`config.mk`:
```
export PLATFORM = sky130hd
export DESIGN_NAME = store_align
export DESIGN_NICKNAME = d
export VERILOG_FILES = /design/src/logic/core_pkg.sv /design/src/logic/mem_pkg.sv /design/src/logic/store_align.sv
export SDC_FILE = /design/constraint.sdc
export NUM_CORES = 1
export LEC_CHECK = 0
export BUFFER_PORTS_ARGS = -buffer_cell sky130_fd_sc_hd__buf_2
export CAP_MARGIN = 0
export CELL_PAD_IN_SITES_DETAIL_PLACEMENT = 1
export CELL_PAD_IN_SITES_GLOBAL_PLACEMENT = 1
export CORE_ASPECT_RATIO = 0.9
export CORE_UTILIZATION = 23
export DETAILED_ROUTE_END_ITERATION = 7
export PLACE_DENSITY = 0.88
export RECOVER_POWER = 100
export REMOVE_ABC_BUFFERS = 1
export SLEW_MARGIN = 20
export SYNTH_ARGS = -nofsm -noshare
export SYNTH_HDL_FRONTEND = slang
export SYNTH_SLANG_ARGS = --single-unit
```
`constraint.sdc`:
```
create_clock -name vclk -period 1.9
set_input_delay 0.095 -clock vclk [all_inputs]
set_output_delay 0.095 -clock vclk [all_outputs]
set_load 0.02 [all_outputs]
```
`src/logic/core_pkg.sv`:
```
/* core datapath widths shared by the memory stage.
   rv32 only, so every data and address word is 32 bits. */

package core_pkg;

    // architectural word width
    localparam int XLEN = 32;

    // register file index width, 32 integer registers
    localparam int REG_IDX_W = 5;

    // one data or address word
    typedef logic [XLEN-1:0] xlen_t;

    // destination register index
    typedef logic [REG_IDX_W-1:0] reg_idx_t;

endpackage : core_pkg

```
`src/logic/mem_pkg.sv`:
```
/* load/store encodings and data memory geometry.
   the ram is private to this stage and word addressed, MEM_WORDS deep. */

package mem_pkg;

    // data ram depth in 32-bit words
    localparam int MEM_WORDS = 1024;

    // word index width into the ram
    localparam int MEM_ADDR_W = $clog2(MEM_WORDS);

    // byte lanes per word
    localparam int MEM_LANES = 4;

    // load kind, any nonzero value means a load
    typedef enum logic [2:0] {
        LOAD_NONE = 3'd0,
        LOAD_LB   = 3'd1,
        LOAD_LH   = 3'd2,
        LOAD_LW   = 3'd3,
        LOAD_LBU  = 3'd4,
        LOAD_LHU  = 3'd5
    } load_type_e;

    // store kind, any nonzero value means a store
    typedef enum logic [1:0] {
        STORE_NONE = 2'd0,
        STORE_SB   = 2'd1,
        STORE_SH   = 2'd2,
        STORE_SW   = 2'd3
    } store_type_e;

    // one write enable per byte lane
    typedef logic [MEM_LANES-1:0] byte_mask_t;

    // word index into the data ram
    typedef logic [MEM_ADDR_W-1:0] mem_addr_t;

endpackage : mem_pkg

```
`src/logic/store_align.sv`:
```
/* store lane alignment, purely combinational.
   addresses must be aligned to the access size. */

`timescale 1ns/1ns

module store_align
    import core_pkg::*;
    import mem_pkg::*;
(
    input  store_type_e store_type_i,
    input  logic [1:0]  addr_lo_i,
    input  xlen_t       store_data_i,
    output byte_mask_t  wmask_o,
    output xlen_t       wdata_o
);

    // low bytes moved up to the addressed lane
    assign wdata_o = store_data_i << {addr_lo_i, 3'b000};

    always_comb begin
        case (store_type_i)
            STORE_SB: wmask_o = byte_mask_t'(4'b0001 << addr_lo_i);
            STORE_SH: wmask_o = byte_mask_t'(4'b0011 << addr_lo_i);
            STORE_SW: wmask_o = 4'b1111;
            default:  wmask_o = 4'b0000;
        endcase
    end

    // halfwords on even bytes, words on word boundaries
    always_comb begin
        if (store_type_i == STORE_SH) begin
            a_sh_aligned: assert #0 (addr_lo_i[0] == 1'b0)
                else $error("misaligned halfword store, addr_lo %0d", addr_lo_i);
        end
        if (store_type_i == STORE_SW) begin
            a_sw_aligned: assert #0 (addr_lo_i == 2'b00)
                else $error("misaligned word store, addr_lo %0d", addr_lo_i);
        end
    end

endmodule : store_align

```
==> flow_metrics.env <==
export IMPL_status="finished, violations left"
export IMPL_violations="DRC"
export IMPL_synth_top_family_by_area="simple AND/OR/NAND/NOR gates"
export IMPL_antenna_found_initial=0
export IMPL_nClkBuffers=0
export IMPL_synthXorXnorAreaFrac=0
export IMPL_yosys_area_share_simple=0.3050
export IMPL_synth_top_cell_area_share=0.2471
export IMPL_vias=953
export IMPL_seq_area_sq_um=0
export IMPL_critPathBufInv=3
export IMPL_yosysUniqueCellTypes=21
export IMPL_gr_usage_all_layers=0.1609
export IMPL_hold_path_depth=4
export IMPL_floorplan_initialDensity=0.2539
export IMPL_cp_common_cell="clkbuf_1"
export IMPL_syn_inst=101
export IMPL_layout_worst_path_cycle_share=0.7831
export IMPL_cp_slowest_cell="nor2b_1"
export IMPL_tns_ns=0
export IMPL_yosysTopAreaCell="mux2i_1"
export IMPL_rsz0062_at_grt="false"
export IMPL_cts_resized=0
export IMPL_drt_pass1_iterations=5
export IMPL_critPathLaunchType="input port"
export IMPL_hold_path_class="input port to output pin"
export IMPL_die_x_microns=57.96
export IMPL_power_density_nw_per_um2=295.1
export IMPL_synth_seq_area_share=0
export IMPL_layout_drive_gt1_share=0.3036
export IMPL_crit_family="buffers and inverters"
export IMPL_hold_viol=0
export IMPL_setup_violations=0
export IMPL_place_gp_congestion=0.6515
export IMPL_ant_nets=0
export IMPL_grt_pass1_vias=938
export IMPL_grt_overflow_total=0
export IMPL_die_area_sq_um=3035
export IMPL_fmax_mhz=672.1
export IMPL_required_ns=1.80
export IMPL_final_nets=209
export IMPL_areaGrowthSynthToFinish_pct=50.19
export IMPL_p_total_w=0.0002872
export IMPL_grt_max_degree=37
export IMPL_seq_cells=0
export IMPL_synth_area_leaders="mux2i_1, a211oi_1, nor2b_1, a21oi_1, and2_1"
export IMPL_rows=17
export IMPL_cap_violations=0
export IMPL_worstPathArrival_ns=1.39
export IMPL_cts_setup_buffers=0
export IMPL_final_util=0.3814
export IMPL_synthAdderAreaFrac=0.05792
export IMPL_slew_headroom=0.6920
export IMPL_grt_pass1_wl_microns=3974
export IMPL_tightest_slew_ns=0.4603
export IMPL_period_minus_slack_ns=1.488
export IMPL_synth_compound_area_frac=0.2587
export IMPL_synth_mux_area_frac=0.2471
export IMPL_vias_per_cell=4.862
export IMPL_crit_path_max_incr_delay_ns=0.34
export IMPL_drc=4
export IMPL_syn_area_sq_um=648.1
export IMPL_io_pins=72
export IMPL_leakage_nw=0.5066
export IMPL_die_h_microns=52.36
export IMPL_portBuffers=72
export IMPL_path_depth=6
export IMPL_synth_warnings=0
export IMPL_criticalPathCategory="input port to output pin"
export IMPL_core_sq_um=2552
export IMPL_maxSlewViolCount=0
export IMPL_holdBufCountCts=0
export IMPL_wl_per_cell_microns=13.10
export IMPL_dp_hpwl_microns=2146
export IMPL_cp_end_kind="output pin"
export IMPL_syn_avg_cell_area_sq_um=6.417
export IMPL_critical_path_max_fanout=13
export IMPL_routed_wl_microns=2567
export IMPL_path_cells="buf_2 -> nor2b_1 -> clkbuf_1 -> o21ai_1 -> a21oi_1 -> clkbuf_1"
export IMPL_first_iter_violations=26
export IMPL_peakVddDrop_v=0.0001032
export IMPL_diodes=0
-- report_power, final --
part,total [W],switching (W),internal [W],leakage [nW]
clock network,0,0,0,0
logic,0.000287,0.000184,0.000104,0.507
registers,0,0,0,0
-- cells by family (layout without fill, tap and decap cells) --
logic type	Yosys count	in the layout
simple gates	39	39
buf+inv	14	81
compound gates	29	29
mux	16	16
fa+ha+maj	3	3
-- Yosys cell counts, drive strengths merged --
cell type	instances
a211oi	8
a21oi	10
a31oi	2
and2	8
and3b	1
buf	8
clkbuf	1
ha	3
inv	5
mux2i	16
nand2	8
nand3	1
nor2	11
nor2b	9
o21ai	9
or2	1
-- area by class of cell --
class	count	area (sq um)
Timing Repair Buffer	76	356.6
Fill cell	373	1579
Multi-Input combinational cell	87	563.0
Tap cell	28	35.03
Inverter	5	18.77
-- cell usage in the layout, fill, tap and decap left out --
cell	netlist	routed
o21ai_1	1	1
mux2i_1	16	16
a31oi_1	2	2
and2_1	8	2
o21ai_0	8	8
nor2b_1	9	9
inv_1	5	5
buf_2	2	48
clkbuf_1	1	25
and2_0	0	6
nor2_1	11	11
nand3_1	1	1
or2_0	0	1
a21oi_1	10	10
a211oi_1	8	8
nand2_1	8	8
buf_4	1	3
and3b_1	1	1
ha_1	3	3
-- metrics by stage --
step / worst slack, ns / std cells / hold slack [ns] / instance area [sq um]
CTS: 0.5545 / 196 / 0.5469 / 1007
global placement: 0.5968 / 196 / 0.5489 / 1007
detailed placement: 0.5602 / 196 / 0.5429 / 1007
finish: 0.4122 / 196 / 0.5464 / 973.4
floorplan: 0.8743 / 92 / 0.2698 / 581.8
global route: 0.3098 / 196 / 0.5740 / 973.4
-- metal layers --
metal  share of wire  global-route usage  up-vias
met5               0                   0        -
met4           0.014             0.01984        0
met3           0.060            0.009877        4
met2            0.54              0.3621       36
met1            0.38              0.1603      426
li1                -                   -      487
-- worst paths after layout --
check	startpoint	endpoint
setup / recovery	addr_lo_i[0]	wmask_o[2]
hold / removal	store_data_i[3]	wdata_o[19]
Power figures use the tool's default switching activity.
