File: src/logic/core_pkg.sv
/* core datapath widths shared by the memory stage.
   rv32 only, so every data and address word is 32 bits. */

package core_pkg;

    // architectural word width
    localparam int XLEN = 32;

    // register file index width, 32 integer registers
    localparam int REG_IDX_W = 5;

    // one data or address word
    typedef logic [XLEN-1:0] xlen_t;

    // destination register index
    typedef logic [REG_IDX_W-1:0] reg_idx_t;

endpackage : core_pkg

File: src/logic/mem_pkg.sv
/* load/store encodings and data memory geometry.
   the ram is private to this stage and word addressed, MEM_WORDS deep. */

package mem_pkg;

    // data ram depth in 32-bit words
    localparam int MEM_WORDS = 1024;

    // word index width into the ram
    localparam int MEM_ADDR_W = $clog2(MEM_WORDS);

    // byte lanes per word
    localparam int MEM_LANES = 4;

    // load kind, any nonzero value means a load
    typedef enum logic [2:0] {
        LOAD_NONE = 3'd0,
        LOAD_LB   = 3'd1,
        LOAD_LH   = 3'd2,
        LOAD_LW   = 3'd3,
        LOAD_LBU  = 3'd4,
        LOAD_LHU  = 3'd5
    } load_type_e;

    // store kind, any nonzero value means a store
    typedef enum logic [1:0] {
        STORE_NONE = 2'd0,
        STORE_SB   = 2'd1,
        STORE_SH   = 2'd2,
        STORE_SW   = 2'd3
    } store_type_e;

    // one write enable per byte lane
    typedef logic [MEM_LANES-1:0] byte_mask_t;

    // word index into the data ram
    typedef logic [MEM_ADDR_W-1:0] mem_addr_t;

endpackage : mem_pkg

File: src/logic/load_extend.sv
/* load lane select and extension, purely combinational.
   addresses must be aligned to the access size. */

`timescale 1ns/1ns

module load_extend
    import core_pkg::*;
    import mem_pkg::*;
(
    input  load_type_e load_type_i,
    input  logic [1:0] addr_lo_i,
    input  xlen_t      rdata_i,
    output xlen_t      rdata_o
);

    xlen_t lane_data;

    // addressed lane brought down to bit 0
    assign lane_data = rdata_i >> {addr_lo_i, 3'b000};

    always_comb begin
        case (load_type_i)
            LOAD_LB:  rdata_o = {{24{lane_data[7]}}, lane_data[7:0]};
            LOAD_LH:  rdata_o = {{16{lane_data[15]}}, lane_data[15:0]};
            LOAD_LBU: rdata_o = {24'b0, lane_data[7:0]};
            LOAD_LHU: rdata_o = {16'b0, lane_data[15:0]};
            // lw and non-loads see the raw word
            default:  rdata_o = rdata_i;
        endcase
    end

    always_comb begin
        if (load_type_i == LOAD_LH || load_type_i == LOAD_LHU) begin
            a_lh_aligned: assert #0 (addr_lo_i[0] == 1'b0)
                else $error("misaligned halfword load, addr_lo %0d", addr_lo_i);
        end
        if (load_type_i == LOAD_LW) begin
            a_lw_aligned: assert #0 (addr_lo_i == 2'b00)
                else $error("misaligned word load, addr_lo %0d", addr_lo_i);
        end
    end

endmodule : load_extend

File: config.mk
export PLATFORM = sky130hd
export DESIGN_NAME = load_extend
export DESIGN_NICKNAME = d
export VERILOG_FILES = /design/src/logic/core_pkg.sv /design/src/logic/mem_pkg.sv /design/src/logic/load_extend.sv
export SDC_FILE = /design/constraint.sdc
export NUM_CORES = 1
export LEC_CHECK = 0
export ABC_AREA = 1
export BUFFER_PORTS_ARGS = -buffer_cell sky130_fd_sc_hd__buf_2
export CAP_MARGIN = 10
export CORE_MARGIN = 2
export CORE_UTILIZATION = 48
export DETAILED_ROUTE_END_ITERATION = 10
export PLACE_DENSITY = 0.9
export SLEW_MARGIN = 5
export SYNTH_ARGS = -nofsm -noshare
export SYNTH_HDL_FRONTEND = slang
export SYNTH_SLANG_ARGS = --single-unit
File: constraint.sdc
create_clock -name vclk -period 1.5
set_input_delay 0.075 -clock vclk [all_inputs]
set_output_delay 0.075 -clock vclk [all_outputs]
set_load 0.02 [all_outputs]
==> run metrics, run 1 <==
Die ar.=2540 sq um; CTS resizes=0; die width=50.4 microns; Remaining Overflow, GRT=0; setup repair bufs after CTS=0; worst ir drop on vdd=242 uV; sequential area share after synthesis=0%; via count of the routed design=1583; WL final=3210 microns; CP Data Arrival Time=1270 ps; antenna violations before repair=0; Residual DRC=0; Synthesized Nets=257; fmax=741 MHz; FF+latch area=0 sq um; met2 WL=1630 microns; GPL Wtd Cong=0.852; Syn Std Cell Area=1030 sq um; gr usage total=26.0%; Final min period=1350 ps; # clk buffers=0; IO Count=69; outcome=complete, no violations; max_slew headroom=53.2%; Routed WL per cell=10.5 microns; unrepaired setup endpoints after global routing=no; sequential share of power=0%; dpl hpwl=2420 microns; Critical Path Max Stage Delay=560 ps; slack of the critical path=151 ps; Hold Vio Cnt, Final=0; Die Height=50.4 microns; Worst Setup Path Type=in -> out; Site Rows=16; Core ar.=2000 sq um; dpl ws=161 ps; layout cells sized above 1=32.5%; Comb pwr share=100.0%; Synth cell types=20; power per cell area=410 nW/um^2; Startpoint Class=primary input; Met1 Wirelength=1350 microns; initial core utilization=51.6%; initial DRC count=39; Max Cap Viol=0; static leakage=0.000926 uW; nets=319; diode count=0; Fillers=219; post-synth top area share=33.9%; leading cell type in the layout, fill and taps excluded=nand2_1; Syn Area/Cell=4.70 sq um; Hold-fix buffers, CTS=0; Tcrit/Tclk final=90.0%; IO buf count=69; number of global-route vias before repair=1408; critical path fanouts, max=8; most frequent cells in the layout=nand2_1 (88), nand3_1 (70), buf_2 (69); top sig layer=met4; top cell type by total area after synthesis=nand3_1; critical-path cell list=buf_2 -> inv_1 -> nand2_1 -> o21ai_1 -> nand2_1 -> nand3_1 -> buf_2; Antenna Nets Post-Route=0; sw frac=63.5%; clock share of power=0%; Mapped Cells=220; Worst Hold Class=in -> out; # setup viols final=0; ranking of synthesized cells by area=nand3_1 (34%), nand2_1 (32%), inv_1 (6.9%), or2_2 (4.2%), o21ai_0 (3.4%); Pre-Repair DR Iteration Count=4; met3 wire len=214 microns; pin count of the biggest net entering global routing=28; first-pass GRT wire length=5590 microns; CP Data Required Time=1420 ps; CP delay by family, top=compound AO/OA/AOI/OAI gates; Max Slew Vio Count=0; Synth-to-Final Area Change=32.1%; Slowest-stage cell, CP=o21ai_1; Worst Tran Pin Value=697 ps; setup TNS=0 ps; Avg Vias per Cell=5.16; Yosys warnings=0; Bufs and invs on worst path=3; cell-internal power=204 uW; Psw=355 uW; FFs & Latches=0; CP endpoint kind=output port
final cells by class:
class                      count  area [sq um]  area share (%)
multi-input combinational    184           860            63.0
timing repair buffer          75           390            28.6
inverter                      21          81.3            5.96
tap                           27          33.8            2.47
path summary, 6_finish.rpt:
check,start,cells after the start,endpoint
worst max-delay path,load_type_i[1],7,rdata_o[11]
worst min-delay path,rdata_i[5],4,rdata_o[5]
metrics by stage:
stage	instances	area, sq um	hold WS (ps)	utilization (%)	power (uW)
floorplan	220	1030	330	-	376
global placement	307	1370	503	68.2	550
global route	307	1370	540	68.2	619
detailed placement	307	1370	509	68.2	558
CTS	307	1370	512	68.2	559
finish	307	1370	507	68.2	560
power by group through the flow:
stage | clock (uW) | sequential (uW) | combinational, uW
after detailed placement | 0 | 0 | 558
after global routing | 0 | 0 | 619
after floorplan | 0 | 0 | 376
after CTS | 0 | 0 | 559
final | 0 | 0 | 560
after global placement | 0 | 0 | 550
cell families after synthesis:
| family | synth area share, % |
|---|---|
| buffers and inverters | 17.2 |
| AOI/OAI and AO/OA | 4.84 |
| and+or+nand+nor | 78.0 |
per-layer routing:
metal / track usage (%) / vias up
li1: - / 835
met1: 33.0 / 679
met2: 48.9 / 67
met3: 0.298 / 2
met4: 4.95 / 0
met5: 0 / -
cells in the mapped netlist (all sizes together):
cell type	n
nor2	3
inv	21
o21ai	9
a21oi	1
nand2	90
buf	11
clkbuf	4
nand3	73
or2	7
nand3b	1
No activity file was read; power rests on OpenSTA's default activity.
==> run 2, diff against run 1 <==
ABC_AREA = 0   (was 1)
CORE_UTILIZATION = 49   (was 48)
PLACE_DENSITY = 0.91   (was 0.9)
RECOVER_POWER = 50   (was unset)
==> run metrics, run 2 <==
outcome=stopped before the end (was complete, no violations); failing step=5_1_grt; Run Error=[ERROR DPL-0038] Utilization greater than 100%, impossible to legalize; Die Height=50.5 microns (was 50.4 microns); Synth cell types=31 (was 20); die width=50.5 microns (was 50.4 microns); top post-synthesis cells by count=a21o_1 (23), mux2i_1 (16), clkbuf_1 (12) (was nand2_1 (88), nand3_1 (70), inv_1 (19)); top cell type by total area after synthesis=a21o_1 (was nand3_1); Synthesized Nets=184 (was 257); count leader, synth=a21o_1 (was nand2_1); dpl hpwl=3450 microns (was 2420 microns); ranking of synthesized cells by area=a21o_1 (16%), mux2i_1 (15%), a221oi_1 (5.8%), a2bb2oi_1 (5.8%), o2bb2ai_1 (5.8%) (was nand3_1 (34%), nand2_1 (32%), inv_1 (6.9%), or2_2 (4.2%), o21ai_0 (3.4%)); Site Rows=16 (unchanged); Mapped Cells=147 (was 220); initial core utilization=53.0% (was 51.6%); Worst Endpoint after GRT Repair=rdata_o[29]; sequential area share after synthesis=0% (unchanged); Syn Area/Cell=7.22 sq um (was 4.70 sq um); worst ep type=primary output; GPL Wtd Cong=0.898 (was 0.852); post-synth top area share=16.3% (was 33.9%); pin count of the biggest net entering global routing=18; IO buf count=69 (unchanged); IO Count=69 (unchanged); Hold-fix buffers, CTS=0 (unchanged); Yosys warnings=0 (unchanged); Syn Std Cell Area=1060 sq um (was 1030 sq um)
==> run 2: through the flow <==
stage / hold WS, ps / util, % / setup WS (ps) / area [sq um] / cells
after detailed placement: 485 / 85.3 / -208 / 1710 / 255
after global placement: 477 / 85.3 / -143 / 1710 / 255
after CTS: 451 / 95.6 / -165 / 1910 / 258
after floorplan: 271 / - / -68.4 / 1180 / 147
==> run 2: kinds of logic after synthesis <==
| kind of cell | share of synthesized area [%] |
|---|---|
| and+or+nand+nor | 17.3 |
| AOI/OAI and AO/OA | 57.1 |
| muxes | 17.2 |
| buffers and inverters | 8.37 |
==> run 2: timing repair <==
item,in CTS
pin swaps,1
buffers inserted,3
setup endpoints to repair,32
resized for setup,54
==> run 3, diff against run 2 <==
CORE_AREA = 2 2 63 65   (was unset)
CORE_MARGIN = unset   (was 2)
CORE_UTILIZATION = unset   (was 49)
DIE_AREA = 0 0 65 67   (was unset)
PLACE_DENSITY = unset   (was 0.91)
PLACE_DENSITY_LB_ADDON = 0.15   (was unset)
==> run metrics, run 3 <==
gr usage total=21.5%; CP Data Required Time=1420 ps; Synth-to-Final Area Change=109%; Setup crit start=addr_lo_i[1]; outcome=finished with violations (was stopped before the end); Critical Path Max Stage Delay=500 ps; Mapped Cells=147 (unchanged); pin count of the biggest net entering global routing=18; Die ar.=4360 sq um; Pre-Repair DR Iteration Count=4; nets=282; post-synth top area share=16.3% (unchanged); first-pass GRT wire length=7500 microns; Final min period=1650 ps; IO Count=69 (unchanged); Hold Vio Cnt, Final=0; cell-internal power=477 uW; # setup viols final=24; Syn Std Cell Area=1060 sq um (unchanged); clock share of power=0%; initial DRC count=70; FFs & Latches=0; dpl hpwl=3480 microns (was 3450 microns); Synth cell types=31 (unchanged); number of global-route vias before repair=1616; top post-synthesis cells by count=a21o_1 (23), mux2i_1 (16), clkbuf_1 (12) (unchanged); Yosys warnings=0 (unchanged); IO buf count=69 (unchanged); Worst Tran Pin Value=323 ps; Placed Instance Area=1810 sq um (was 1710 sq um); WL final=4960 microns; sw frac=50.6%; Hold Path Cell Cnt=3; Residual DRC=0; Max Cap Viol=0; violated checks=negative setup slack; power per cell area=435 nW/um^2; top cell type by total area after synthesis=a21o_1 (unchanged); FF+latch area=0 sq um; Remaining Overflow, GRT=0; most frequent cells in the layout=buf_2 (43), buf_4 (41), buf_6 (22); Tcrit/Tclk final=110%; Post-Route Hold Slack=449 ps; Die Height=67 microns (was 50.5 microns); Worst Hold Path EP=rdata_o[28]; diode count=0; Site Rows=22 (was 16); initial core utilization=29.4% (was 53.0%); ranking of synthesized cells by area=a21o_1 (16%), mux2i_1 (15%), a221oi_1 (5.8%), a2bb2oi_1 (5.8%), o2bb2ai_1 (5.8%) (unchanged); antenna violations before repair=0; CP endpoint kind=output port; Core ar.=3610 sq um; Syn Area/Cell=7.22 sq um (unchanged); worst ir drop on vdd=223 uV; sequential area share after synthesis=0% (unchanged); setup TNS=-2340 ps; static leakage=0.00104 uW; Post-Route Utilization=61.5%; Comb pwr share=100.0%; slack of the critical path=-149 ps; count leader, synth=a21o_1 (unchanged); via count of the routed design=1671; CP most frequent cell=buf_6; Worst Hold Class=in -> out; # clk buffers=0; HP Start=rdata_i[28]; Synthesized Nets=184 (unchanged); Routed WL per cell=17.0 microns; critical-path cell list=buf_12 -> mux2i_4 -> or4b_4 -> a41oi_4 -> buf_6 -> a21o_1 -> buf_6; max_slew headroom=77.9%; critical path fanouts, max=7; Slowest-stage cell, CP=or4b_4; leading cell type in the layout, fill and taps excluded=buf_2; Startpoint Class=primary input; Psw=489 uW; Antenna Nets Post-Route=0; fmax=606 MHz; layout cells sized above 1=67.5%; Avg Vias per Cell=5.74; die width=65 microns (was 50.5 microns); Worst Setup Path Type=in -> out; Max Slew Vio Count=0; Design Area, Final=2220 sq um; unrepaired setup endpoints after global routing=yes; CP Data Arrival Time=1570 ps; sequential share of power=0%; GPL Wtd Cong=0.900 (was 0.898)
run 3: cell counts after synthesis:
Identical to the previous run, type by type.
run 3: power groups by stage:
stage | logic, uW | clock network [uW] | registers, uW
5_1_grt | 1020 | 0 | 0
6_report | 966 | 0 | 0
4_1_cts | 879 | 0 | 0
3_5_place_dp | 764 | 0 | 0
2_1_floorplan | 466 | 0 | 0
3_3_place_gp | 753 | 0 | 0
run 3: worst max-delay path by stage:
stage,slack (ps),cells after the start,to
2_1_floorplan,-70,6,rdata_o[16]
3_3_place_gp,-170,7,rdata_o[21]
3_5_place_dp,-200,7,rdata_o[23]
4_1_cts,-150,7,rdata_o[22]
5_1_grt,-210,7,rdata_o[27]
6_report,-150,7,rdata_o[22]
run 3: cell type report:
class / count / area (sq um)
tap: 48 / 60.1
timing repair buffer: 112 / 866
multi-input combinational: 128 / 1280
inverter: 3 / 11.3
fill: 321 / 1390
run 3: timing repair:
action / in CTS / in global routing
gates cloned: 1 / 1
setup buffers: 0 / 1
gates resized for setup: 59 / 31
setup endpoints to repair: 32 / 32
pin swaps: 2 / 3
hold buffers: 0 / 0
run 3: layer usage:
layer  share of wire (%)  track usage [%]  up-vias  wire length, microns
met4                 1.2             6.12        0                    61
met5                   0                0        -                     0
met1                  42             26.7      807                  2100
met3                 6.3             1.86        6                   313
li1                    -                -      791                     -
met2                  50             39.2       67                  2480
run 3: cell families after synthesis:
logic type	count (synthesis)	share of synthesized area, %
compound gates	79	57.1
simple gates	32	17.3
mux	17	17.2
buf+inv	19	8.37
run 3: critical path: cells and delay by family:
family,cells,cell delay [ps]
AND/OR/NAND/NOR,1,500
AO/OA/AOI/OAI,2,410
buffers and inverters,3,400
multiplexers,1,190
run 3: per-stage QoR:
stage | power [uW] | worst slack [ps] | cells
floorplan | 466 | -68.4 | 147
global placement | 753 | -168 | 288
detailed placement | 764 | -200 | 288
CTS | 879 | -147 | 289
global route | 1020 | -209 | 291
finish | 966 | -149 | 291
==> run 4, diff against run 3 <==
TNS_END_PERCENT = 50   (was unset)
==> run metrics, run 4 (same netlist as run 3, synthesis figures left out) <==
Die ar.=4360 sq um (unchanged); IO Count=69 (unchanged); combined area of the multi-input logic cells=1190 sq um (was 1280 sq um); Hold Vio Cnt, Final=0 (unchanged); Tcrit/Tclk final=112% (was 110%); CP Data Required Time=1420 ps (about the same); Max Slew Vio Count=0 (unchanged); fmax=598 MHz (was 606 MHz); die width=65 microns (unchanged); Remaining Overflow, GRT=0 (unchanged); Antenna Nets Post-Route=0 (unchanged); # setup viols final=24 (unchanged); static leakage=0.000996 uW (was 0.00104 uW); Routed WL per cell=17.4 microns (was 17.0 microns); Worst Tran Pin Value=333 ps (was 323 ps); critical path fanouts, max=4 (was 7); Max Cap Viol=0 (unchanged); Post-Route Hold Slack=457 ps (was 449 ps); unrepaired setup endpoints after global routing=yes (unchanged); cell-internal power=436 uW (was 477 uW); setup TNS=-2510 ps (was -2340 ps); violated checks=negative setup slack (unchanged); outcome=finished with violations (unchanged); sw frac=51.6% (was 50.6%); Hold-fix buffers, CTS=0 (unchanged); pin count of the biggest net entering global routing=24 (was 18); Die Height=67 microns (unchanged); leading cell type in the layout, fill and taps excluded=buf_2 (unchanged); worst ir drop on vdd=170 uV (was 223 uV); max_slew headroom=77.2% (was 77.9%); Startpoint Class=primary input (unchanged); Comb pwr share=100.0% (about the same); Site Rows=22 (unchanged); CP endpoint kind=output port (unchanged); Psw=464 uW (was 489 uW); gr usage total=22.8% (was 21.5%); number of global-route vias before repair=1710 (was 1616); slack of the critical path=-173 ps (was -149 ps); IO buf count=69 (unchanged); Post-Route Utilization=57.3% (was 61.5%); Final min period=1670 ps (was 1650 ps); Residual DRC=0 (unchanged); FF+latch area=0 sq um (unchanged); clock share of power=0% (about the same); antenna violations before repair=0 (unchanged); WL final=4980 microns (was 4960 microns); Core ar.=3610 sq um (unchanged); Worst Hold Class=in -> out (unchanged); Fillers=348 (was 321); via count of the routed design=1634 (was 1671); layout cells sized above 1=61.3% (was 67.5%); dpl hpwl=3680 microns (was 3480 microns); Worst Setup Path Type=in -> out (unchanged); nets=277 (was 282); sequential share of power=0% (about the same); most frequent cells in the layout=buf_2 (47), buf_4 (35), buf_6 (22) (was buf_2 (43), buf_4 (41), buf_6 (22)); FFs & Latches=0 (unchanged); GPL Wtd Cong=0.872 (was 0.900); diode count=0 (unchanged); # clk buffers=0 (unchanged); power per cell area=436 nW/um^2 (was 435 nW/um^2); Avg Vias per Cell=5.71 (was 5.74); Pre-Repair DR Iteration Count=4 (unchanged); Synth-to-Final Area Change=94.7% (was 109%); CP Data Arrival Time=1600 ps (was 1570 ps); first-pass GRT wire length=7960 microns (was 7500 microns); initial DRC count=102 (was 70); initial core utilization=29.4% (unchanged)
-- run 4: cell count changes in the layout (fill, tap and decap cells not counted), sizes merged --
cell,change
buf,-3
clkbuf,-2
-- run 4: power groups by stage --
stage,clock [uW],combinational (uW),sequential [uW]
final,0,900,0
after global routing,0,958,0
after CTS,0,885,0
after detailed placement,0,753,0
after global placement,0,735,0
after floorplan,0,462,0
-- run 4: timing repair --
item,4_1_cts,5_1_grt
buffers inserted,5,0
resized for setup,59,12
cloned,1,0
hold endpoints to repair,0,0
pin swaps,4,2
setup endpoints to repair,32,32
-- run 4: worst max-delay path: stages --
cell	delay, ps
buf_12	110
mux2i_4	180
or4b_4	510
a41oi_4	250
buf_6	150
buf_6	110
a21o_1	100
buf_6	120
-- run 4: stage by stage --
stage | total power (uW) | worst slack (ps) | cell area [sq um] | std cells
after CTS | 885 | -198 | 2050 | 287
after floorplan | 462 | -68.4 | 1170 | 147
final | 900 | -173 | 2070 | 286
after global routing | 958 | -215 | 2070 | 286
after global placement | 735 | -149 | 1760 | 281
after detailed placement | 753 | -197 | 1760 | 281
-- run 4: area by class of cell --
class                           instances  area share (%)
Multi-Input combinational cell        128            57.5
Inverter                                3           0.545
Timing Repair Buffer                  107            39.0
Tap cell                               48            2.91
-- run 4: path summary, 6_finish.rpt --
path  cells after the start    startpoint          end
max                       8  addr_lo_i[1]  rdata_o[26]
min                       3   rdata_i[24]  rdata_o[24]
-- run 4: routing by layer --
layer | vias to the layer above | track usage [%] | part of all wire (%)
met2 | 67 | 44.2 | 54
met1 | 787 | 27.5 | 41
li1 | 776 | - | -
met5 | - | 0 | 0
met4 | 0 | 3.46 | 0.76
met3 | 4 | 1.86 | 4.6
