--- config.mk ---
export PLATFORM = sky130hd
export DESIGN_NAME = lsu
export DESIGN_NICKNAME = d
export VERILOG_FILES = /design/src/logic/core_pkg.sv /design/src/logic/mem_pkg.sv /design/src/logic/lsu.sv
export SDC_FILE = /design/constraint.sdc
export NUM_CORES = 1
export LEC_CHECK = 0
export ABC_AREA = 1
export BUFFER_PORTS_ARGS = -buffer_cell sky130_fd_sc_hd__buf_4
export CORE_AREA = 2 2 71 73
export DETAILED_ROUTE_END_ITERATION = 12
export DIE_AREA = 0 0 73 75
export PLACE_DENSITY = 0.64
export SYNTH_ARGS = -nofsm -noshare
export SYNTH_HDL_FRONTEND = slang
export SYNTH_SLANG_ARGS = --single-unit
--- constraint.sdc ---
create_clock -name clk -period 1 [get_ports clk]
set_input_delay 0.2 -clock clk [delete_from_list [all_inputs] [get_ports clk]]
set_output_delay 0.2 -clock clk [all_outputs]
set_load 0.05 [all_outputs]
--- src/logic/core_pkg.sv ---
/* core datapath widths shared by the memory stage.
   rv32 only, so every data and address word is 32 bits. */

package core_pkg;

    // architectural word width
    localparam int XLEN = 32;

    // register file index width, 32 integer registers
    localparam int REG_IDX_W = 5;

    // one data or address word
    typedef logic [XLEN-1:0] xlen_t;

    // destination register index
    typedef logic [REG_IDX_W-1:0] reg_idx_t;

endpackage : core_pkg

--- src/logic/mem_pkg.sv ---
/* load/store encodings and data memory geometry.
   the ram is private to this stage and word addressed, MEM_WORDS deep. */

package mem_pkg;

    // data ram depth in 32-bit words
    localparam int MEM_WORDS = 1024;

    // word index width into the ram
    localparam int MEM_ADDR_W = $clog2(MEM_WORDS);

    // byte lanes per word
    localparam int MEM_LANES = 4;

    // load kind, any nonzero value means a load
    typedef enum logic [2:0] {
        LOAD_NONE = 3'd0,
        LOAD_LB   = 3'd1,
        LOAD_LH   = 3'd2,
        LOAD_LW   = 3'd3,
        LOAD_LBU  = 3'd4,
        LOAD_LHU  = 3'd5
    } load_type_e;

    // store kind, any nonzero value means a store
    typedef enum logic [1:0] {
        STORE_NONE = 2'd0,
        STORE_SB   = 2'd1,
        STORE_SH   = 2'd2,
        STORE_SW   = 2'd3
    } store_type_e;

    // one write enable per byte lane
    typedef logic [MEM_LANES-1:0] byte_mask_t;

    // word index into the data ram
    typedef logic [MEM_ADDR_W-1:0] mem_addr_t;

endpackage : mem_pkg

--- src/logic/lsu.sv ---
/* memory stage control, fixed two cycles per instruction, no back-pressure.
   request fields must stay stable from valid_i until the lsu_valid_o pulse. */

`timescale 1ns/1ns

module lsu
    import core_pkg::*;
    import mem_pkg::*;
(
    input  logic        clk,
    input  logic        rst,
    input  logic        valid_i,
    input  xlen_t       alu_result_i,
    input  load_type_e  load_type_i,
    input  store_type_e store_type_i,
    input  xlen_t       load_data_i,
    input  logic        wd_i,
    input  reg_idx_t    wreg_i,
    input  xlen_t       csr_wdata_i,
    output logic        ram_we_o,
    output logic        ram_re_o,
    output logic        memory_inst_o,
    output logic        lsu_valid_o,
    output xlen_t       wdata_o,
    output logic        wd_o,
    output reg_idx_t    wreg_o,
    output xlen_t       csr_wdata_o
);

    typedef enum logic [1:0] {
        IDLE,
        ACCESS,
        DONE
    } lsu_state_e;

    lsu_state_e state_q;
    lsu_state_e state_d;
    logic       is_load;
    logic       is_store;

    assign is_load  = (load_type_i != LOAD_NONE);
    assign is_store = (store_type_i != STORE_NONE);

    // valid_i only matters in IDLE
    always_comb begin
        case (state_q)
            IDLE:    state_d = valid_i ? ACCESS : IDLE;
            ACCESS:  state_d = DONE;
            DONE:    state_d = IDLE;
            default: state_d = IDLE;
        endcase
    end

    always_ff @(posedge clk) begin
        if (rst) begin
            state_q     <= IDLE;
            lsu_valid_o <= 1'b0;
        end else begin
            state_q     <= state_d;
            // pulse for the one cycle spent in DONE
            lsu_valid_o <= (state_q == ACCESS);
        end
    end

    // ram strobes for the access cycle, the ram acts on the next edge
    assign ram_we_o = (state_q == ACCESS) && is_store;
    assign ram_re_o = (state_q == ACCESS) && is_load;

    assign memory_inst_o = (state_q == DONE) && (is_load || is_store);

    // ram read word is valid in DONE
    assign wdata_o = is_load ? load_data_i : alu_result_i;

    // write-back fields go straight through
    assign wd_o        = wd_i;
    assign wreg_o      = wreg_i;
    assign csr_wdata_o = csr_wdata_i;

    // decode upstream must never ask for both at once
    a_not_load_and_store: assert property (
        @(posedge clk) disable iff (rst)
        (state_q != IDLE) |-> !(is_load && is_store)
    ) else $error("load and store requested together");

    a_single_done_pulse: assert property (
        @(posedge clk) disable iff (rst)
        lsu_valid_o |=> !lsu_valid_o
    ) else $error("lsu_valid_o high for two cycles");

endmodule : lsu

==> results of run 1 <==
## stage by stage
stage | cells | setup TNS [ps]
finish | 294 | -9360
global route | 294 | -11060
CTS | 291 | -9360
detailed placement | 282 | -12060
global placement | 282 | -11360
floorplan | 160 | -899
## registers in the layout (all words and copies together), names as in the netlist
signal,cells
state_q,1
lsu_valid_o,1
## worst max-delay path: cells and delay by family
family                 cells  cell delay (ps)
and+or+nand+nor            3              270
buffers and inverters      5              660
## cell families (layout without fill, tap and decap cells)
| logic type | Yosys count | after routing | share of synthesized area (%) |
|---|---|---|---|
| AOI/OAI and AO/OA | 1 | 1 | 0.573 |
| buffers and inverters | 50 | 128 | 42.2 |
| DFF | 2 | 2 | 4.59 |
| and+or+nand+nor | 107 | 109 | 52.7 |
## worst min-delay path by stage
stage | from | to | slack [ps] | cells after the start
floorplan | rst | lsu_valid_o | 260 | 1
CTS | rst | lsu_valid_o | 140 | 2
detailed placement | rst | lsu_valid_o | 370 | 2
global route | rst | lsu_valid_o | 150 | 2
global placement | rst | lsu_valid_o | 360 | 2
finish | rst | lsu_valid_o | 140 | 2
## what timing repair did
| item | 4_1_cts | 5_1_grt |
|---|---|---|
| resized for setup | 106 | 31 |
| buffers inserted | 1 | 2 |
| endpoints found under the hold margin | 0 | 0 |
| endpoints found under the setup margin | 35 | 35 |
| gates cloned | 4 | 1 |
| pin swaps | 4 | 3 |
## power groups by stage
stage                     clock (mW)  combinational [mW]  sequential, mW
final                          0.350                1.46          0.0884
after global routing           0.362                1.53          0.0891
after CTS                      0.355                1.38          0.0884
after detailed placement           0                1.10          0.0890
after global placement             0                1.10          0.0888
after floorplan                    0                1.09          0.0945
## routing by layer
layer	up-vias	global-route usage [%]
li1	633	-
met1	614	13.8
met2	76	27.4
met3	16	4.02
met4	0	4.12
met5	-	0
## final cells by class
cell class | count | area share (%)
inverters | 3 | 0.915
well taps | 54 | 2.74
clock buffers | 4 | 1.83
multi-input cells | 110 | 40.9
repair buffers | 121 | 51.8
flip-flops and latches | 2 | 1.83
## synth_stat cells
cell type and count:
nor3_1 1, nand3_1 33, nor2_1 4, nand2_1 67
nand2_4 1, buf_4 41, buf_2 3, inv_2 1
inv_1 2, a21oi_1 1, dfxtp_1 2, nor2_4 1
buf_6 3
==> run metrics, run 1 <==
cell count after synthesis=between 150 and 200; final worst slack=-332 ps; Hold Slack=143 ps; Register Area=45.0 sq um; Final Cell Area=2460 sq um; Synth Net Count=270; Num CTS Buffers=3; row count=25; reg-to-reg setup timing slack=~340 ps; clock sink count=2; Final min period=1330 ps; TritonCTS clock tree=built; worst r2r path cells=3; commonest non-fill, non-tap cell in the layout=buf_4; Clk Latency, worst-skew pair=between 200 and 250 ps; arrival time at the worst endpoint=1130 ps; Cell Pwr Density=772 nW/um^2; share of layout cells above drive strength 1=between 90 and 100%; Reg-to-Reg Start=lsu_valid_o; crit-path most repeated cell=buf_12; Seq cells post-synth=2; fmax=roughly 750 MHz; routed len/inst=between 10 and 15 microns; Max Fanout on Critical Path=8; clock power share=a little under a fifth; CP Capture Type=primary output; metal1 wirelength=1410 microns; fill count=438; Worst VDD drop=0.338 mV; area of the core=around 4700 sq um; antenna violations before repair=0; combinational share of power=76.9%; CP Class=in2out; switching share of power=45.8%; final net count=351; clk_skew=0.376 ps; vias post-DR=1339; Yosys warnings=0; DP HPWL=about 2700 microns; top layer in use=met4; most frequent cells in the layout=buf_4, nand2_4, buf_8; violated checks=negative setup slack; Area Growth Syn to Fin=182%; routability cong.=around 0.73; Max-cap violations=0; overflow left after global routing=0; Fin. Hold Viols=0; vias in the first global route=1248; final core utilization=52.8%; pin count of the biggest net entering global routing=17; H-tree depth=1; area share of the leading cell type in the synthesized netlist=35.3%; internal power=1.03 mW; DIE AREA=around 5500 sq um; Die Y=75 microns; footprint of the multi-input gates=1010 sq um; WL met3=374 microns; Max-slew headroom=slightly below 90%; chip width=73 microns; antenna cells=0; synthesized area=872 sq um; overall power=1.90 mW; Critical Path Start=load_type_i[1]; Vias per Instance=4.55; io pins=184; DR pass1 iterations=4; pre-CTS WS=-377 ps; max incr delay on CP=190 ps; top post-synthesis cells by area=buf_4, nand2_1, nand3_1; clk buf depth=2; Req. time, crit path=800 ps; initial drt markers=34; critical path, cell by cell=buf_6, nor2_4, buf_12, buf_12, nand3_4, nand2_4, clkinvlp_4, buf_8; outcome=finished, violations left; syn_area_per_cell=5.45 sq um; drt drc=0; CP startpoint kind=input port; Critical Path End=memory_inst_o; Netlist cell types=13; Yosys top cell by area=buf_4; max-slew violation count=0; Worst Tran Pin Value=191 ps; r2r endpoint=state_q[0]; placed inst area=1730 sq um; fin crit share=133%; initial core utilization=a little under a fifth; register area share after synthesis=4.59%; first-pass GRT wire length=5830 microns; sequential power share=4.6%; net switching power=871 uW; RSZ-0062 raised after global routing=true; met2 routed WL=2430 microns; root buf cell=clkbuf_8; CTS Hold Bufs=0; port bufs=107; Setup violations, final=35; routed wire length=4310 microns; worst hold path class=in2reg; P_leak=1.12 nW; post-route ant nets=0; clk slew on worst S/H paths=about 30 ps; Worst path slowest cell=buf_12; Total GRT Usage=13.8%
No activity file was read; power rests on OpenSTA's default activity.
==> run 2, diff against run 1 <==
ABC_AREA = unset   (was 1)
PLACE_DENSITY = 0.62   (was 0.64)
==> run 2 against run 1 <==
Critical path depth decreased by 2. Synthesized cell count shrank 48%. Largest cell class unchanged. Register-to-register slack got worse by 110 ps. Synthesized area decreased by 11%. Clock power decreased by 1%. The run still ends with negative setup slack left.
==> run metrics, run 2 <==
Post-synth top cells=buf_4, mux2_2, nor2_1; Synth Net Count=194 (-28%); DR pass1 iterations=2 (-2); WHS Endpoint=lsu_valid_o; share of layout cells above drive strength 1=96.4% (+4.3 points); initial core utilization=16.7% (-2.0 points); reg-to-reg setup timing slack=230 ps (-110 ps); vias in the first global route=904 (-28%); chip width=73 microns (unchanged); io pins=184 (unchanged); Clk Latency, worst-skew pair=220 ps (about the same); Setup violations, final=36 (+2.9%); area of the core=4660 sq um (unchanged); routability cong.=0.594 (-18%); HP Start=rst; Final min period=1490 ps (+155 ps); fin crit share=149% (+15 points); CP Capture Type=primary output; synthesized area=777 sq um (-11%); Max Fanout on Critical Path=4 (-4); vias post-DR=887 (-34%); root buf cell=clkbuf_8; first-pass GRT wire length=4190 microns (-28%); P_leak=0.950 nW (-15%); worst path bufs/invs=4 (-1); Worst VDD drop=1.21 mV (+260%); Area Growth Syn to Fin=143%; drt drc=0 (unchanged); Req. time, crit path=800 ps (about the same); Worst path top cell family by delay=buffers and inverters; overflow left after global routing=0 (unchanged); hold path cells=2 (unchanged); asr flop ratio synth=0% (unchanged); post-synthesis compound-gate area fraction=0.644% (+0.070 points); worst hold path class=in2reg; Netlist cell types=10 (-3); worst r2r path cells=3 (unchanged); Max-slew headroom=85.8% (-1.4 points); Yosys warnings=0 (unchanged); post-route ant nets=0 (unchanged); Reg-to-Reg Start=lsu_valid_o; main combinational cell family by area after synthesis=multiplexers; clk slew on worst S/H paths=30 ps (about the same); DIE AREA=5480 sq um (unchanged); Die Y=75 microns (unchanged); port bufs=107 (unchanged); r2r endpoint=lsu_valid_o; pin count of the biggest net entering global routing=10 (-7); H-tree depth=1 (unchanged); XOR/XNOR Fraction of Synth Area=0% (unchanged); violated checks=negative setup slack; Fin. Hold Viols=0 (unchanged); Yosys top cell by area=mux2_2; top post-synthesis cells by area=mux2_2, buf_4, dfxtp_1; most common cell in the netlist=buf_4; initial drt markers=16 (-53%); footprint of the multi-input gates=572 sq um (-43%); final net count=276 (-21%); clk_skew=4.77 ps (+4.39 ps); outcome=finished, violations left; Adder-Cell Fraction of Synth Area=0% (unchanged); TNS Setup=-15510 ps (-6150 ps); syn_area_per_cell=9.25 sq um (+70%); CP startpoint kind=input port; clk buf depth=2 (unchanged); register area share after synthesis=5.15% (+0.56 points); multiplexer share of the synthesized area=46.4% (+46 points); max-slew violation count=0 (unchanged); routed len/inst=14.0 microns (-4.4%); RSZ-0062 raised after global routing=true; cell count after synthesis=84 (-48%); fmax=673 MHz (-10%); CTS Hold Bufs=0 (unchanged); Num CTS Buffers=3 (unchanged); antenna cells=0 (unchanged); CP Class=in2out; antenna violations before repair=0 (unchanged); final worst slack=-487 ps (-155 ps); Worst path slowest cell=mux2_4; Seq cells post-synth=2 (unchanged); routed wire length=3070 microns (-29%); Worst Tran Pin Value=209 ps (+18.5 ps); max incr delay on CP=310 ps (+120 ps); commonest non-fill, non-tap cell in the layout=buf_4; number of flops mapped to enable cells by yosys=0 (unchanged); clock sink count=2 (unchanged); row count=25 (unchanged); overall power=1.56 mW (-18%); TritonCTS clock tree=built; fill count=462 (+5.5%); crit-path most repeated cell=buf_6; critical path, cell by cell=buf_6, nor3_4, buf_6, clkbuf_16, mux2_4, buf_8; Hold Slack=136 ps (-6.65 ps); biggest regs=lsu_valid_o: 1 flops, state_q: 1 flops; main flop type after synthesis=dfxtp_1; Cell Pwr Density=828 nW/um^2 (+7.2%); Register Area=43.8 sq um (-2.8%); arrival time at the worst endpoint=1290 ps (+160 ps); Max-cap violations=0 (unchanged); most frequent cells in the layout=buf_4, buf_6, mux2_4; area share of the leading cell type in the synthesized netlist=43.5% (+8.2 points); Total GRT Usage=9.92% (-3.9 points); pre-CTS WS=-554 ps (-177 ps); post-synthesis simple-gate area fraction=6.76% (-46 points); Vias per Instance=4.05 (-11%)
run 2: stage by stage:
step | util, % | instances | instance area (sq um)
2_1_floorplan | - | 84 | 920
3_3_place_gp | 32.8 | 208 | 1530
3_5_place_dp | 32.8 | 208 | 1530
4_1_cts | 40.2 | 220 | 1880
5_1_grt | 40.4 | 219 | 1880
6_report | 40.4 | 219 | 1880
run 2: worst max-delay path by stage:
stage                        start          end  slack (ps)  cells after the start
floorplan           load_type_i[2]  wdata_o[23]        -340                      3
global placement    load_type_i[2]   wdata_o[1]        -540                      5
detailed placement  load_type_i[2]   wdata_o[0]        -550                      5
CTS                 load_type_i[1]   wdata_o[0]        -530                      7
global route        load_type_i[2]   wdata_o[8]        -520                      6
finish              load_type_i[2]   wdata_o[8]        -490                      6
run 2: cells by family after synthesis:
| family | after synthesis |
|---|---|
| AO/OA/AOI/OAI | 1 |
| buffers and inverters | 41 |
| flip-flops | 2 |
| AND/OR/NAND/NOR | 8 |
| multiplexers | 32 |
run 2: worst register-to-register path, stage by stage (launching register included):
cell and delay, ps:
dfxtp_4 340, nand2b_4 160, buf_4 140, nor2_1 60
run 2: power breakdown:
group | switching (mW) | total (mW) | internal (mW)
combinational | 0.545 | 1.13 | 0.581
sequential | 0.00507 | 0.0883 | 0.0832
clock | 0.0750 | 0.346 | 0.271
total | 0.625 | 1.56 | 0.936
run 2: area by class of cell:
type | count | share of cell area [%]
Tap cell | 54 | 3.59
Sequential cell | 2 | 2.32
Multi-Input combinational cell | 41 | 30.3
Clock buffer | 4 | 2.39
Timing Repair Buffer | 118 | 61.4
run 2: metal layers:
layer	up-vias	share of wire, %	global-route usage, %
li1	410	-	-
met1	401	30	9.85
met2	68	60	18.8
met3	8	9.0	2.68
met4	0	1.3	5.14
met5	-	0	0
run 2: timing repair:
| action | CTS | global route |
|---|---|---|
| setup endpoints to repair | 35 | 36 |
| buffers inserted | 6 | 0 |
| gates cloned | 2 | 1 |
| pin swaps | 2 | 1 |
| resized for setup | 53 | 8 |
==> run 3, diff against run 2 <==
SETUP_SLACK_MARGIN = 0.15   (was unset)
==> run 3 against run 2 <==
The flow still finishes with violations (negative setup slack). Sequential cell count is the same. Global-route usage unchanged. Clock-buffer cell count is the same. Critical endpoint is now wdata_o[4]. Largest power group unchanged. Highest routed layer unchanged.
==> run metrics, run 3 (synthesis gave the netlist of run 2 again) <==
root buf cell=clkbuf_8; max-slew violation count=0 (unchanged); routability cong.=0.594 (unchanged); worst path bufs/invs=5 (+1); fmax=650 MHz (-3.4%); P_leak=0.965 nW (+1.6%); routed len/inst=13.8 microns (-1.2%); Reg-to-Reg Start=lsu_valid_o; clk slew on worst S/H paths=30 ps (about the same); Num CTS Buffers=3 (unchanged); antenna violations before repair=0 (unchanged); chip width=73 microns (unchanged); Worst path slowest cell=mux2_4; critical path, cell by cell=buf_6, nor3_4, buf_6, buf_6, buf_12, mux2_4, buf_6; clk_skew=4.55 ps (-0.215 ps); share of layout cells above drive strength 1=96.4% (about the same); outcome=finished, violations left; Critical Path Stages=7 (+1); worst r2r path cells=3 (unchanged); crit-path most repeated cell=buf_6; Vias per Instance=4.08 (+0.77%); Req. time, crit path=800 ps (about the same); TritonCTS clock tree=built; arrival time at the worst endpoint=1340 ps (+50 ps); port bufs=107 (unchanged); DR pass1 iterations=2 (unchanged); H-tree depth=1 (unchanged); initial drt markers=16 (unchanged); first-pass GRT wire length=4190 microns (unchanged); Cell Pwr Density=818 nW/um^2 (-1.2%); Max-slew headroom=85.8% (about the same); Die Y=75 microns (unchanged); biggest regs=lsu_valid_o: 1 flops, state_q: 1 flops; vias post-DR=902 (+1.7%); initial core utilization=16.7% (unchanged); hold path cells=2 (unchanged); clock sink count=2 (unchanged); final worst slack=-538 ps (-51.6 ps); worst hold path class=in2reg; Worst VDD drop=1.21 mV (-0.11%); final core utilization=41.1% (+0.67 points); Setup violations, final=36 (unchanged); pin count of the biggest net entering global routing=10 (unchanged); fin cells=221 (+0.91%); Fin. Hold Viols=0 (unchanged); Critical Path Start=load_type_i[2]; CP startpoint kind=input port; Worst path top cell family by delay=buffers and inverters; routed wire length=3060 microns (-0.33%); Max-cap violations=0 (unchanged); max incr delay on CP=310 ps (about the same); Worst Tran Pin Value=209 ps (+0.0131 ps); overflow left after global routing=0 (unchanged); CP Class=in2out; commonest non-fill, non-tap cell in the layout=buf_4; r2r endpoint=lsu_valid_o; Clk Latency, worst-skew pair=220 ps (about the same); row count=25 (unchanged); drt drc=0 (unchanged); final net count=278 (+0.72%); Critical Path End=wdata_o[4]; CP Capture Type=primary output; io pins=184 (unchanged); most frequent cells in the layout=buf_4, buf_6, mux2_4; fin crit share=154% (+5.2 points); Max Fanout on Critical Path=8 (+4); Total GRT Usage=9.92% (unchanged); placed cells=208 (unchanged); violated checks=negative setup slack; RSZ-0062 raised after global routing=true; area of the core=4660 sq um (unchanged); Area Growth Syn to Fin=147%; DIE AREA=5480 sq um (unchanged); post-route ant nets=0 (unchanged); CTS Hold Bufs=0 (unchanged); antenna cells=0 (unchanged); clk buf depth=2 (unchanged); reg-to-reg setup timing slack=230 ps (about the same); Final min period=1540 ps (+51.6 ps); vias in the first global route=904 (unchanged)
[run 3: cell types whose count changed in the layout (fill, tap and decap cells not counted), sizes merged]
cell,delta
buf,+2
[run 3: worst min-delay path by stage]
| stage | from | to |
|---|---|---|
| after floorplan | rst | lsu_valid_o |
| after global placement | rst | lsu_valid_o |
| after detailed placement | rst | lsu_valid_o |
| after CTS | rst | lsu_valid_o |
| after global routing | rst | lsu_valid_o |
| final | rst | lsu_valid_o |
[run 3: metal layers]
metal	global-route usage, %	vias up	wire (microns)
li1	-	415	-
met1	9.85	411	912
met2	18.8	68	1830
met3	2.68	8	275
met4	5.14	0	41
met5	0	-	0
[run 3: what timing repair did]
item                                    4_1_cts  5_1_grt
cloned                                        2        1
buffers inserted                              6        0
endpoints found under the setup margin       36       36
pin swaps                                     2        1
resized for setup                            55        2
[run 3: final cells by class]
type,instances,area [sq um]
fill,461,2750
timing repair buffer,120,1190
multi-input combinational,41,572
tap,54,67.6
clock buffer,4,45.0
sequential,2,43.8
[run 3: power by group]
group | internal [mW] | switching [mW]
Sequential | 0.0833 | 0.00500
Clock | 0.271 | 0.0750
Combinational | 0.588 | 0.545
Total | 0.942 | 0.625
[run 3: metrics by stage]
stage          setup TNS [ps]  area [sq um]  total power [mW]  worst slack, ps  hold slack [ps]
2_1_floorplan          -10340           920              1.08             -340              263
3_3_place_gp           -17300          1530              1.05             -541              359
3_5_place_dp           -17440          1530              1.06             -554              361
4_1_cts                -16830          1880              1.57             -533              134
5_1_grt                -18050          1920              1.64             -569              136
6_report               -16800          1920              1.57             -538              136
